$ cat src/verilog/pic_isa_pkg.sv
package pic_isa_pkg;

	typedef logic [7:0] byte_t;      // data word
	typedef logic [9:0] pc_t;        // program address
	typedef logic [6:0] file_addr_t; // file register address
	typedef logic [2:0] bit_sel_t;   // bit index inside a byte

	// opcodes handled by this block, anything else is a no-op here
	typedef enum logic [4:0] {
		OP_CALL   = 5'd1,
		OP_GOTO   = 5'd2,
		OP_BCF    = 5'd3,
		OP_BSF    = 5'd4,
		OP_BTFSC  = 5'd5,
		OP_BTFSS  = 5'd6,
		OP_RETFIE = 5'd7, // moved into the 5 bit space
		OP_RETLW  = 5'd8,
		OP_SUBWF  = 5'd11,
		OP_DECF   = 5'd12,
		OP_IORWF  = 5'd13,
		OP_ANDWF  = 5'd14,
		OP_XORWF  = 5'd15,
		OP_ADDWF  = 5'd16,
		OP_MOVF   = 5'd17,
		OP_COMF   = 5'd18,
		OP_INCF   = 5'd19,
		OP_DECFSZ = 5'd20,
		OP_RRF    = 5'd21,
		OP_RLF    = 5'd22,
		OP_SWAPF  = 5'd23,
		OP_INCFSZ = 5'd24,
		OP_CLRF   = 5'd28,
		OP_MOVWF  = 5'd30,
		OP_RETURN = 5'd31
	} opcode_e;

	typedef enum logic [3:0] {
		K_NONE,
		K_JUMP,
		K_BIT_CLEAR,
		K_BIT_SET,
		K_BIT_TEST_CLEAR,
		K_BIT_TEST_SET,
		K_ALU_BYTE,
		K_UNARY,
		K_SKIP_UNARY,
		K_CLEAR,
		K_MOVE_W,
		K_RETURN,
		K_RETURN_INT
	} op_kind_e;

	typedef struct packed {
		op_kind_e   kind;
		opcode_e    unary_op;  // picks the unary result
		bit_sel_t   bit_sel;
		logic       dest_file; // operand bit 7, 1 = back to file
		file_addr_t addr;
		logic       indirect;  // addr was INDF
		logic       call;
		pc_t        target;
	} decoded_t;

endpackage

$ cat src/verilog/pic_sfr_pkg.sv
package pic_sfr_pkg;

	// special register map, single bank
	localparam pic_isa_pkg::file_addr_t INDF_ADDR   = 7'd0;
	localparam pic_isa_pkg::file_addr_t PCL_ADDR    = 7'd2;
	localparam pic_isa_pkg::file_addr_t STATUS_ADDR = 7'd3;
	localparam pic_isa_pkg::file_addr_t FSR_ADDR    = 7'd4;
	localparam pic_isa_pkg::file_addr_t PORTA_ADDR  = 7'd5;
	localparam pic_isa_pkg::file_addr_t PORTB_ADDR  = 7'd6;
	localparam pic_isa_pkg::file_addr_t PCLATH_ADDR = 7'd10;
	localparam pic_isa_pkg::file_addr_t INTCON_ADDR = 7'd11;

	localparam int FILE_DEPTH = 80;

	localparam pic_isa_pkg::byte_t STATUS_RESET = 8'd24;
	localparam int Z_BIT   = 2; // STATUS zero flag
	localparam int GIE_BIT = 7; // INTCON global interrupt enable

	localparam int PCLATH_BITS = 2; // pclath bits above pcl in a computed goto
	localparam int PORTA_WIDTH = 5;

	// what one instruction does to the file
	typedef struct packed {
		logic                write;
		pic_isa_pkg::byte_t  data;
		logic                z_write;
		logic                z_value;
		logic                gie_set;
		logic                skip;
	} file_write_t;

	typedef struct packed {
		logic goto;
		logic call;
		logic ret;
		logic skip;
	} flow_t;

endpackage

$ cat src/verilog/file_op_unit.sv
module file_op_unit
	import pic_isa_pkg::*;
	import pic_sfr_pkg::*;
(
	input  decoded_t    decoded,
	input  byte_t       rd_data,
	input  byte_t       alu_in,
	input  logic        write_en,
	output file_write_t result
);

	byte_t unary_val;
	logic  unary_zero;
	logic  rot_or_swap; // these leave Z alone
	byte_t bit_mask;

	assign bit_mask = 8'd1 << decoded.bit_sel;

	always_comb
	begin
		rot_or_swap = 1'b0;
		case (decoded.unary_op)
			OP_DECF, OP_DECFSZ: unary_val = rd_data - 8'd1;
			OP_INCF, OP_INCFSZ: unary_val = rd_data + 8'd1;
			OP_COMF:            unary_val = ~rd_data;
			OP_RRF:
			begin
				unary_val   = {rd_data[0], rd_data[7:1]}; // no carry in
				rot_or_swap = 1'b1;
			end
			OP_RLF:
			begin
				unary_val   = {rd_data[6:0], rd_data[7]};
				rot_or_swap = 1'b1;
			end
			OP_SWAPF:
			begin
				unary_val   = {rd_data[3:0], rd_data[7:4]};
				rot_or_swap = 1'b1;
			end
			default:            unary_val = rd_data; // movf
		endcase
	end

	assign unary_zero = (unary_val == 8'd0);

	always_comb
	begin
		result      = '0;
		result.data = rd_data;
		case (decoded.kind)
			K_BIT_CLEAR:
			begin
				result.data  = rd_data & ~bit_mask;
				result.write = 1'b1;
			end
			K_BIT_SET:
			begin
				result.data  = rd_data | bit_mask;
				result.write = 1'b1;
			end
			K_BIT_TEST_CLEAR: result.skip = ~rd_data[decoded.bit_sel];
			K_BIT_TEST_SET:   result.skip = rd_data[decoded.bit_sel];
			K_ALU_BYTE:
			begin
				// write_en low means the upstream only wants the read
				result.data  = write_en ? alu_in : rd_data;
				result.write = write_en;
			end
			K_UNARY:
			begin
				result.data    = unary_val;
				result.write   = decoded.dest_file;
				result.z_write = ~rot_or_swap;
				result.z_value = unary_zero;
			end
			K_SKIP_UNARY:
			begin
				result.data    = unary_val;
				result.write   = decoded.dest_file;
				result.z_write = 1'b1;
				result.z_value = unary_zero;
				result.skip    = unary_zero;
			end
			K_CLEAR:
			begin
				result.data    = '0;
				result.write   = 1'b1;
				result.z_write = 1'b1;
				result.z_value = 1'b1;
			end
			K_MOVE_W:
			begin
				result.data  = alu_in;
				result.write = 1'b1;
			end
			K_RETURN_INT: result.gie_set = 1'b1;
			default:      result.skip    = 1'b0;
		endcase
	end

endmodule

$ cat src/verilog/flow_ctrl.sv
module flow_ctrl
	import pic_isa_pkg::*;
	import pic_sfr_pkg::*;
(
	input  logic        clock,
	input  logic        reset,
	input  logic        en,
	input  decoded_t    decoded,
	input  file_write_t result,
	input  byte_t       rd_data,
	input  file_addr_t  eff_addr,
	input  byte_t       pclath,
	output flow_t       flow,
	output pc_t         pc_target,
	output byte_t       file_data
);

	logic  is_jump;
	logic  pcl_write; // computed goto
	logic  show_result;
	logic  show_read;
	flow_t flow_next;

	assign is_jump     = (decoded.kind == K_JUMP);
	assign pcl_write   = result.write && (eff_addr == PCL_ADDR);
	assign show_result = (decoded.kind == K_UNARY || decoded.kind == K_SKIP_UNARY)
		&& !decoded.dest_file;
	assign show_read   = (decoded.kind == K_ALU_BYTE) && !result.write;

	always_comb
	begin
		flow_next.goto = (is_jump && !decoded.call) || pcl_write;
		flow_next.call = is_jump && decoded.call;
		flow_next.ret  = (decoded.kind == K_RETURN) || (decoded.kind == K_RETURN_INT);
		flow_next.skip = result.skip && !pcl_write; // goto already moves the pc
	end

	always_ff @(posedge clock or posedge reset)
	begin
		if (reset)
		begin
			flow      <= '0;
			pc_target <= '0;
			file_data <= '0;
		end
		else if (en)
		begin
			flow <= flow_next;
			if (is_jump)
				pc_target <= decoded.target;
			else if (pcl_write)
				pc_target <= pc_t'({pclath[PCLATH_BITS-1:0], result.data});
			if (show_result)
				file_data <= result.data;
			else if (show_read)
				file_data <= rd_data;
		end
		else
		begin
			flow <= '0; // strobes last one cycle
		end
	end

endmodule

$ cat src/verilog/instr_decode.sv
module instr_decode
	import pic_isa_pkg::*;
	import pic_sfr_pkg::*;
(
	input  opcode_e    opcode,
	input  logic [9:0] operand,
	output decoded_t   decoded
);

	always_comb
	begin
		decoded           = '0;
		decoded.kind      = K_NONE;
		decoded.unary_op  = opcode;
		decoded.bit_sel   = operand[9:7];
		decoded.dest_file = operand[7];
		decoded.addr      = operand[6:0];
		decoded.indirect  = (operand[6:0] == INDF_ADDR);

		case (opcode)
			OP_CALL, OP_GOTO:
			begin
				decoded.kind   = K_JUMP;
				decoded.call   = (opcode == OP_CALL);
				decoded.target = operand; // full operand is the jump address
			end
			OP_BCF:    decoded.kind = K_BIT_CLEAR;
			OP_BSF:    decoded.kind = K_BIT_SET;
			OP_BTFSC:  decoded.kind = K_BIT_TEST_CLEAR;
			OP_BTFSS:  decoded.kind = K_BIT_TEST_SET;
			OP_SUBWF, OP_IORWF, OP_ANDWF, OP_XORWF, OP_ADDWF:
				decoded.kind = K_ALU_BYTE; // result computed upstream
			OP_DECF, OP_INCF, OP_COMF, OP_MOVF, OP_RRF, OP_RLF, OP_SWAPF:
				decoded.kind = K_UNARY;
			OP_DECFSZ, OP_INCFSZ:
				decoded.kind = K_SKIP_UNARY;
			OP_CLRF:   decoded.kind = K_CLEAR;
			OP_MOVWF:  decoded.kind = K_MOVE_W;
			OP_RETURN, OP_RETLW:
				decoded.kind = K_RETURN;
			OP_RETFIE: decoded.kind = K_RETURN_INT;
			default:   decoded.kind = K_NONE;
		endcase
	end

endmodule

$ cat src/verilog/reg_file.sv
module reg_file
	import pic_isa_pkg::*;
	import pic_sfr_pkg::*;
(
	input  logic                   clock,
	input  logic                   reset,
	input  file_addr_t             addr,
	input  logic                   indirect,
	input  file_write_t            wr,
	input  logic                   z_en,
	input  logic                   z,
	input  logic                   en,
	output byte_t                  rd_data,
	output file_addr_t             eff_addr,
	output byte_t                  pclath,
	output logic [PORTA_WIDTH-1:0] port_a,
	output byte_t                  port_b,
	output byte_t                  status
);

	byte_t mem [FILE_DEPTH];
	logic  in_range;

	// indirect access uses the low 7 bits of FSR
	assign eff_addr = indirect ? mem[FSR_ADDR][6:0] : addr;
	assign in_range = (eff_addr < FILE_DEPTH);

	// unimplemented space reads as zero
	assign rd_data = in_range ? mem[eff_addr] : '0;

	always_ff @(posedge clock or posedge reset)
	begin
		if (reset)
		begin
			for (int i = 0; i < FILE_DEPTH; i++)
			begin
				mem[i] <= '0;
			end
			mem[STATUS_ADDR] <= STATUS_RESET;
		end
		else if (en)
		begin
			if (wr.write && in_range)
				mem[eff_addr] <= wr.data;
			// flag update wins over a byte write to STATUS
			if (wr.z_write)
				mem[STATUS_ADDR][Z_BIT] <= wr.z_value;
			if (wr.gie_set)
				mem[INTCON_ADDR][GIE_BIT] <= 1'b1; // retfie
		end
		else if (z_en)
		begin
			mem[STATUS_ADDR][Z_BIT] <= z; // zero flag from the upstream ALU
		end
	end

	assign pclath = mem[PCLATH_ADDR];
	assign port_a = mem[PORTA_ADDR][PORTA_WIDTH-1:0];
	assign port_b = mem[PORTB_ADDR];
	assign status = mem[STATUS_ADDR];

endmodule

$ cat src/verilog/sfr_top.sv
module sfr_top
	import pic_isa_pkg::*;
	import pic_sfr_pkg::*;
(
	input  logic                   clock,
	input  logic                   reset,
	input  logic                   en,
	input  logic [4:0]             opcode,
	input  logic [9:0]             operand,
	input  logic                   write_en,
	input  byte_t                  alu_in,
	input  logic                   z_en,
	input  logic                   z,
	output flow_t                  flow,
	output pc_t                    pc_target,
	output byte_t                  file_data,
	output logic [PORTA_WIDTH-1:0] port_a,
	output byte_t                  port_b,
	output byte_t                  status
);

	decoded_t    decoded;
	file_write_t result;
	byte_t       rd_data;
	byte_t       pclath;
	file_addr_t  eff_addr;

	instr_decode instr_decode_inst (
		.opcode  (opcode_e'(opcode)),
		.operand (operand),
		.decoded (decoded)
	);

	reg_file reg_file_inst (
		.clock    (clock),
		.reset    (reset),
		.addr     (decoded.addr),
		.indirect (decoded.indirect),
		.wr       (result),
		.z_en     (z_en),
		.z        (z),
		.en       (en),
		.rd_data  (rd_data),
		.eff_addr (eff_addr),
		.pclath   (pclath),
		.port_a   (port_a),
		.port_b   (port_b),
		.status   (status)
	);

	file_op_unit file_op_unit_inst (
		.decoded  (decoded),
		.rd_data  (rd_data),
		.alu_in   (alu_in),
		.write_en (write_en),
		.result   (result)
	);

	flow_ctrl flow_ctrl_inst (
		.clock     (clock),
		.reset     (reset),
		.en        (en),
		.decoded   (decoded),
		.result    (result),
		.rd_data   (rd_data),
		.eff_addr  (eff_addr),
		.pclath    (pclath),
		.flow      (flow),
		.pc_target (pc_target),
		.file_data (file_data)
	);

endmodule
$ cat config.mk
export PLATFORM = sky130hd
export DESIGN_NAME = sfr_top
export DESIGN_NICKNAME = d
export VERILOG_FILES = /design/src/verilog/pic_isa_pkg.sv /design/src/verilog/pic_sfr_pkg.sv /design/src/verilog/file_op_unit.sv /design/src/verilog/flow_ctrl.sv /design/src/verilog/instr_decode.sv /design/src/verilog/reg_file.sv /design/src/verilog/sfr_top.sv
export SDC_FILE = /design/constraint.sdc
export NUM_CORES = 2
export LEC_CHECK = 0
export BUFFER_PORTS_ARGS = -buffer_cell sky130_fd_sc_hd__buf_2
export CAP_MARGIN = 20
export CORE_ASPECT_RATIO = 1.75
export CORE_MARGIN = 1.5
export CORE_UTILIZATION = 50
export DETAILED_ROUTE_END_ITERATION = 8
export PLACE_DENSITY = 0.73
export SETUP_SLACK_MARGIN = 0.3
export SLEW_MARGIN = 20
export SYNTH_ARGS = -nofsm -noshare
export SYNTH_HDL_FRONTEND = slang
export SYNTH_SLANG_ARGS = --single-unit
$ cat constraint.sdc
create_clock -name clock -period 24.2 [get_ports clock]
set_clock_uncertainty 0.1 [all_clocks]
set_input_delay 3.63 -clock clock [delete_from_list [all_inputs] [get_ports clock]]
set_output_delay 3.63 -clock clock [all_outputs]
set_load 0.005 [all_outputs]
==> flow_metrics.tcl <==
set metrics [dict create \
    postCtsSetupRepairBufs 0 \
    hold_depth 1 \
    slew_headroom 0.194 \
    cts_resized 0 \
    cts_tree "done" \
    yosysSeqAreaShare 0.535 \
    fill_cells 5582 \
    gp_congestion 0.972 \
    hpwl_mm 66.4 \
    rows 120 \
    overflow 0 \
    worst_hold_path_type "reg2reg" \
    nets 3392 \
    reg2reg_slack_ps 15990 \
    critPathMaxFanout 78 \
    die_w_um 191 \
    layout-drive-gt1-share 0.0865 \
    leakage_uw 0.0144 \
    grt_antenna_before_repair 1 \
    routed_wl_mm 104 \
    period_needed_ps 11340 \
    hold_buffers 0 \
    ctsHtreeMaxLevel 2 \
    rr_endpoint "reg_file_inst.mem[191]$_DFFE_PP0P_" \
    syn_inst 3476 \
    crit_path_max_incr_delay_ps 750 \
    crit_arrival_ps 11730 \
    syn_nets 3512 \
    setup-violations-final 0 \
    grt_use_total 0.328 \
    first_pass_iters 5 \
    clock_tree.root_cell "clkbuf_16" \
    worst-r2r-cell-count 19 \
    syn_area_sq_um 31000 \
    synth.distinct_cells 88 \
    path_cells "buf_2, clkinv_1, a2bb2oi_4, buf_4, buf_4, o22ai_1, o21ai_0, a31oi_1, o41ai_1, nand3_1, inv_1, ha_1, a21oi_1, nor2b_1, nor4_1, a2111oi_0, a211o_1, a22oi_1, nand3_4, o21ai_0" \
    design.die.area_sq_um 63500 \
    power_uw 2410 \
    synthArstFlopShare 1.00 \
    clk_path_buf_depth 3 \
    cp-end-kind "flip-flop" \
    final_antenna_net_count 0 \
    drc 0 \
    path_buf_inv 5 \
    first_iter_violations 2427 \
    drt-vias-per-instance 6.45 \
    min_delay_worst_endpoint "flow_ctrl_inst.pc_target[3]$_DFFE_PP0P_" \
    wl_per_cell_um 24.9 \
    die_y_um 332 \
    min_from "flow_ctrl_inst.pc_target[3]$_DFFE_PP0P_" \
    fmax_mhz 88.2 \
    grt_pass1_vias 26000 \
    period_share 0.469 \
    numClockSinks 662 \
    cpLargestDelayFamily "compound AO/OA/AOI/OAI gates" \
    insertion_delay_ps 620 \
    core_sq_um 61300 \
    crit_required_ps 24590 \
    synth_edf_count 0 \
    crit_type "in2reg" \
    grt_pass1_wl_mm 158 \
    io_buffers 71 \
    finalMaxSlewViolations 0 \
    clkTransAtPathRegs_ps 70 \
    syn_avg_cell_area_sq_um 8.91 \
    setup_tns_ps 0 \
    cts-buffers-inserted 55 \
    vias 27000 \
    pwr_density_cell_nw_per_um2 71.9 \
    cp.depth 20 \
    grt_max_degree 129 \
    yosysWarnings 0 \
    tightest_slew_ps 1200 \
    status "complete, no violations" \
    ir_drop_mv 0.0643 \
    start_util 0.505 \
    synth_seq_cells 662 \
    cpMaxStageDelayCell "nand3_4" \
    yosys_most_used_dff "dfrtp_1" \
    r2r-start "reg_file_inst.mem[601]$_DFFE_PP0P_" \
    max_cap_violations 0 \
    hold_viol_final 0 \
    rsz0062_at_grt "no" \
    io_pins 72 \
    syn2layout_area_growth_pct 8.15 \
    startpoint_type "input port" \
]
[layout make-up]
type                       count  area, sq um  share of cell area
antenna                        1         2.50           0.0000747
clock buffer                  74         1610              0.0481
multi-input combinational   2481        13100               0.392
timing repair buffer         132          842              0.0251
sequential                   662        16600               0.495
inverter                      24         97.6             0.00291
clock inverter                27          249             0.00744
tap                          793          992              0.0296
[worst register-to-register path: cells and delay by family (launching register included)]
kind | cells | cell delay [ps]
flip-flops | 1 | 540
buffers and inverters | 3 | 1720
adder cells (fa/ha/maj) | 1 | 330
AND/OR/NAND/NOR | 5 | 2180
AO/OA/AOI/OAI | 10 | 3240
[kinds of logic after synthesis]
group                    count (synthesis)  synth area share
AO/OA/AOI/OAI                         1235             0.241
multiplexers                            33            0.0117
adder cells (fa/ha/maj)                  9           0.00372
buffers and inverters                  333            0.0473
flip-flops                             662             0.535
AND/OR/NAND/NOR                       1200             0.160
XOR/XNOR                                 4           0.00113
[metal layers]
layer	routed length, um	GRT usage	vias to the layer above
met5	0	0	-
met4	9290	0.262	0
met3	7920	0.0518	394
met2	49600	0.528	1326
met1	37700	0.388	13200
li1	-	-	12100
[flip-flops by register name (all words and copies together), names as in the netlist]
| signal | count |
|---|---|
| flow_ctrl_inst.file_data | 8 |
| flow_ctrl_inst.flow | 4 |
| flow_ctrl_inst.pc_target | 10 |
| reg_file_inst.mem | 611 |
| reg_file_inst.pclath | 8 |
| reg_file_inst.port_a | 5 |
| reg_file_inst.port_b | 8 |
| reg_file_inst.status | 8 |
[cells in the mapped netlist, types with 8 or more instances]
master / n / area share
nand2_1: 848 / 0.10
o21ai_0: 717 / 0.12
dfrtp_1: 660 / 0.53
clkbuf_1: 219 / 0.027
nor2_1: 133 / 0.016
o22ai_1: 97 / 0.020
nor3_1: 77 / 0.012
a21oi_1: 76 / 0.012
o32ai_1: 60 / 0.017
o221ai_1: 57 / 0.016
nand3_1: 49 / 0.0079
buf_2: 40 / 0.0065
a31oi_1: 34 / 0.0069
buf_4: 25 / 0.0061
mux2i_1: 25 / 0.0081
inv_1: 22 / 0.0027
a211oi_1: 20 / 0.0048
o31ai_1: 15 / 0.0036
and3_1: 14 / 0.0028
a221oi_1: 13 / 0.0037
a32oi_1: 13 / 0.0037
nor2b_1: 12 / 0.0024
nor4_1: 12 / 0.0024
a21o_1: 11 / 0.0027
o211a_1: 11 / 0.0036
o21ai_1: 11 / 0.0018
or3_1: 10 / 0.0020
buf_1: 9 / 0.0011
o211ai_1: 9 / 0.0022
buf_6: 8 / 0.0029
clkbuf_2: 8 / 0.0013
[layout by cell type (no fill, tap or decap), types with 9 or more instances in the layout]
cell type	count
clkinv_2	18
o211a_1	11
a211oi_1	20
o211ai_1	9
buf_4	58
clkbuf_16	57
or3_1	10
a32oi_1	13
dfrtp_1	660
inv_1	21
nand2_1	848
o31ai_1	15
o22ai_1	97
o221ai_1	57
nor2_1	129
buf_2	71
nand3_1	48
a31oi_1	33
a221oi_1	13
o32ai_1	60
and3_1	13
clkbuf_8	12
o21ai_0	717
o21ai_1	10
a21oi_1	75
nor4_1	9
mux2i_1	25
nor3_1	73
nor2b_1	12
a21o_1	10
[power by group]
group	internal, uW	total [uW]	switching [uW]
logic	79.2	314	235
registers	1140	1160	20.7
clock network	510	931	422
total	1730	2410	677
[worst max path at each step]
stage                           from                                 endpoint  slack, ps
after floorplan                reset  flow_ctrl_inst.file_data[0]$_DFFE_PP0P_       1920
after global placement    operand[2]       reg_file_inst.mem[319]$_DFFE_PP0P_      12700
after detailed placement  operand[2]       reg_file_inst.mem[191]$_DFFE_PP0P_      12540
after CTS                 operand[2]       reg_file_inst.mem[191]$_DFFE_PP0P_      13120
after global routing      operand[2]       reg_file_inst.mem[463]$_DFFE_PP0P_      12700
final                     operand[2]       reg_file_inst.mem[191]$_DFFE_PP0P_      12860
[through the flow]
stage               std cells  setup WS [ps]   util  cell area (sq um)  hold WS (ps)
finish                   4194          12860  0.547              33500           372
global route             4193          12700  0.547              33500           394
CTS                      4193          13120  0.546              33500           376
detailed placement       4092          12540  0.516              31600           360
global placement         4092          12700  0.516              31600           355
floorplan                3476           1920      -              31000           342
(Power assumes the default switching activity.)
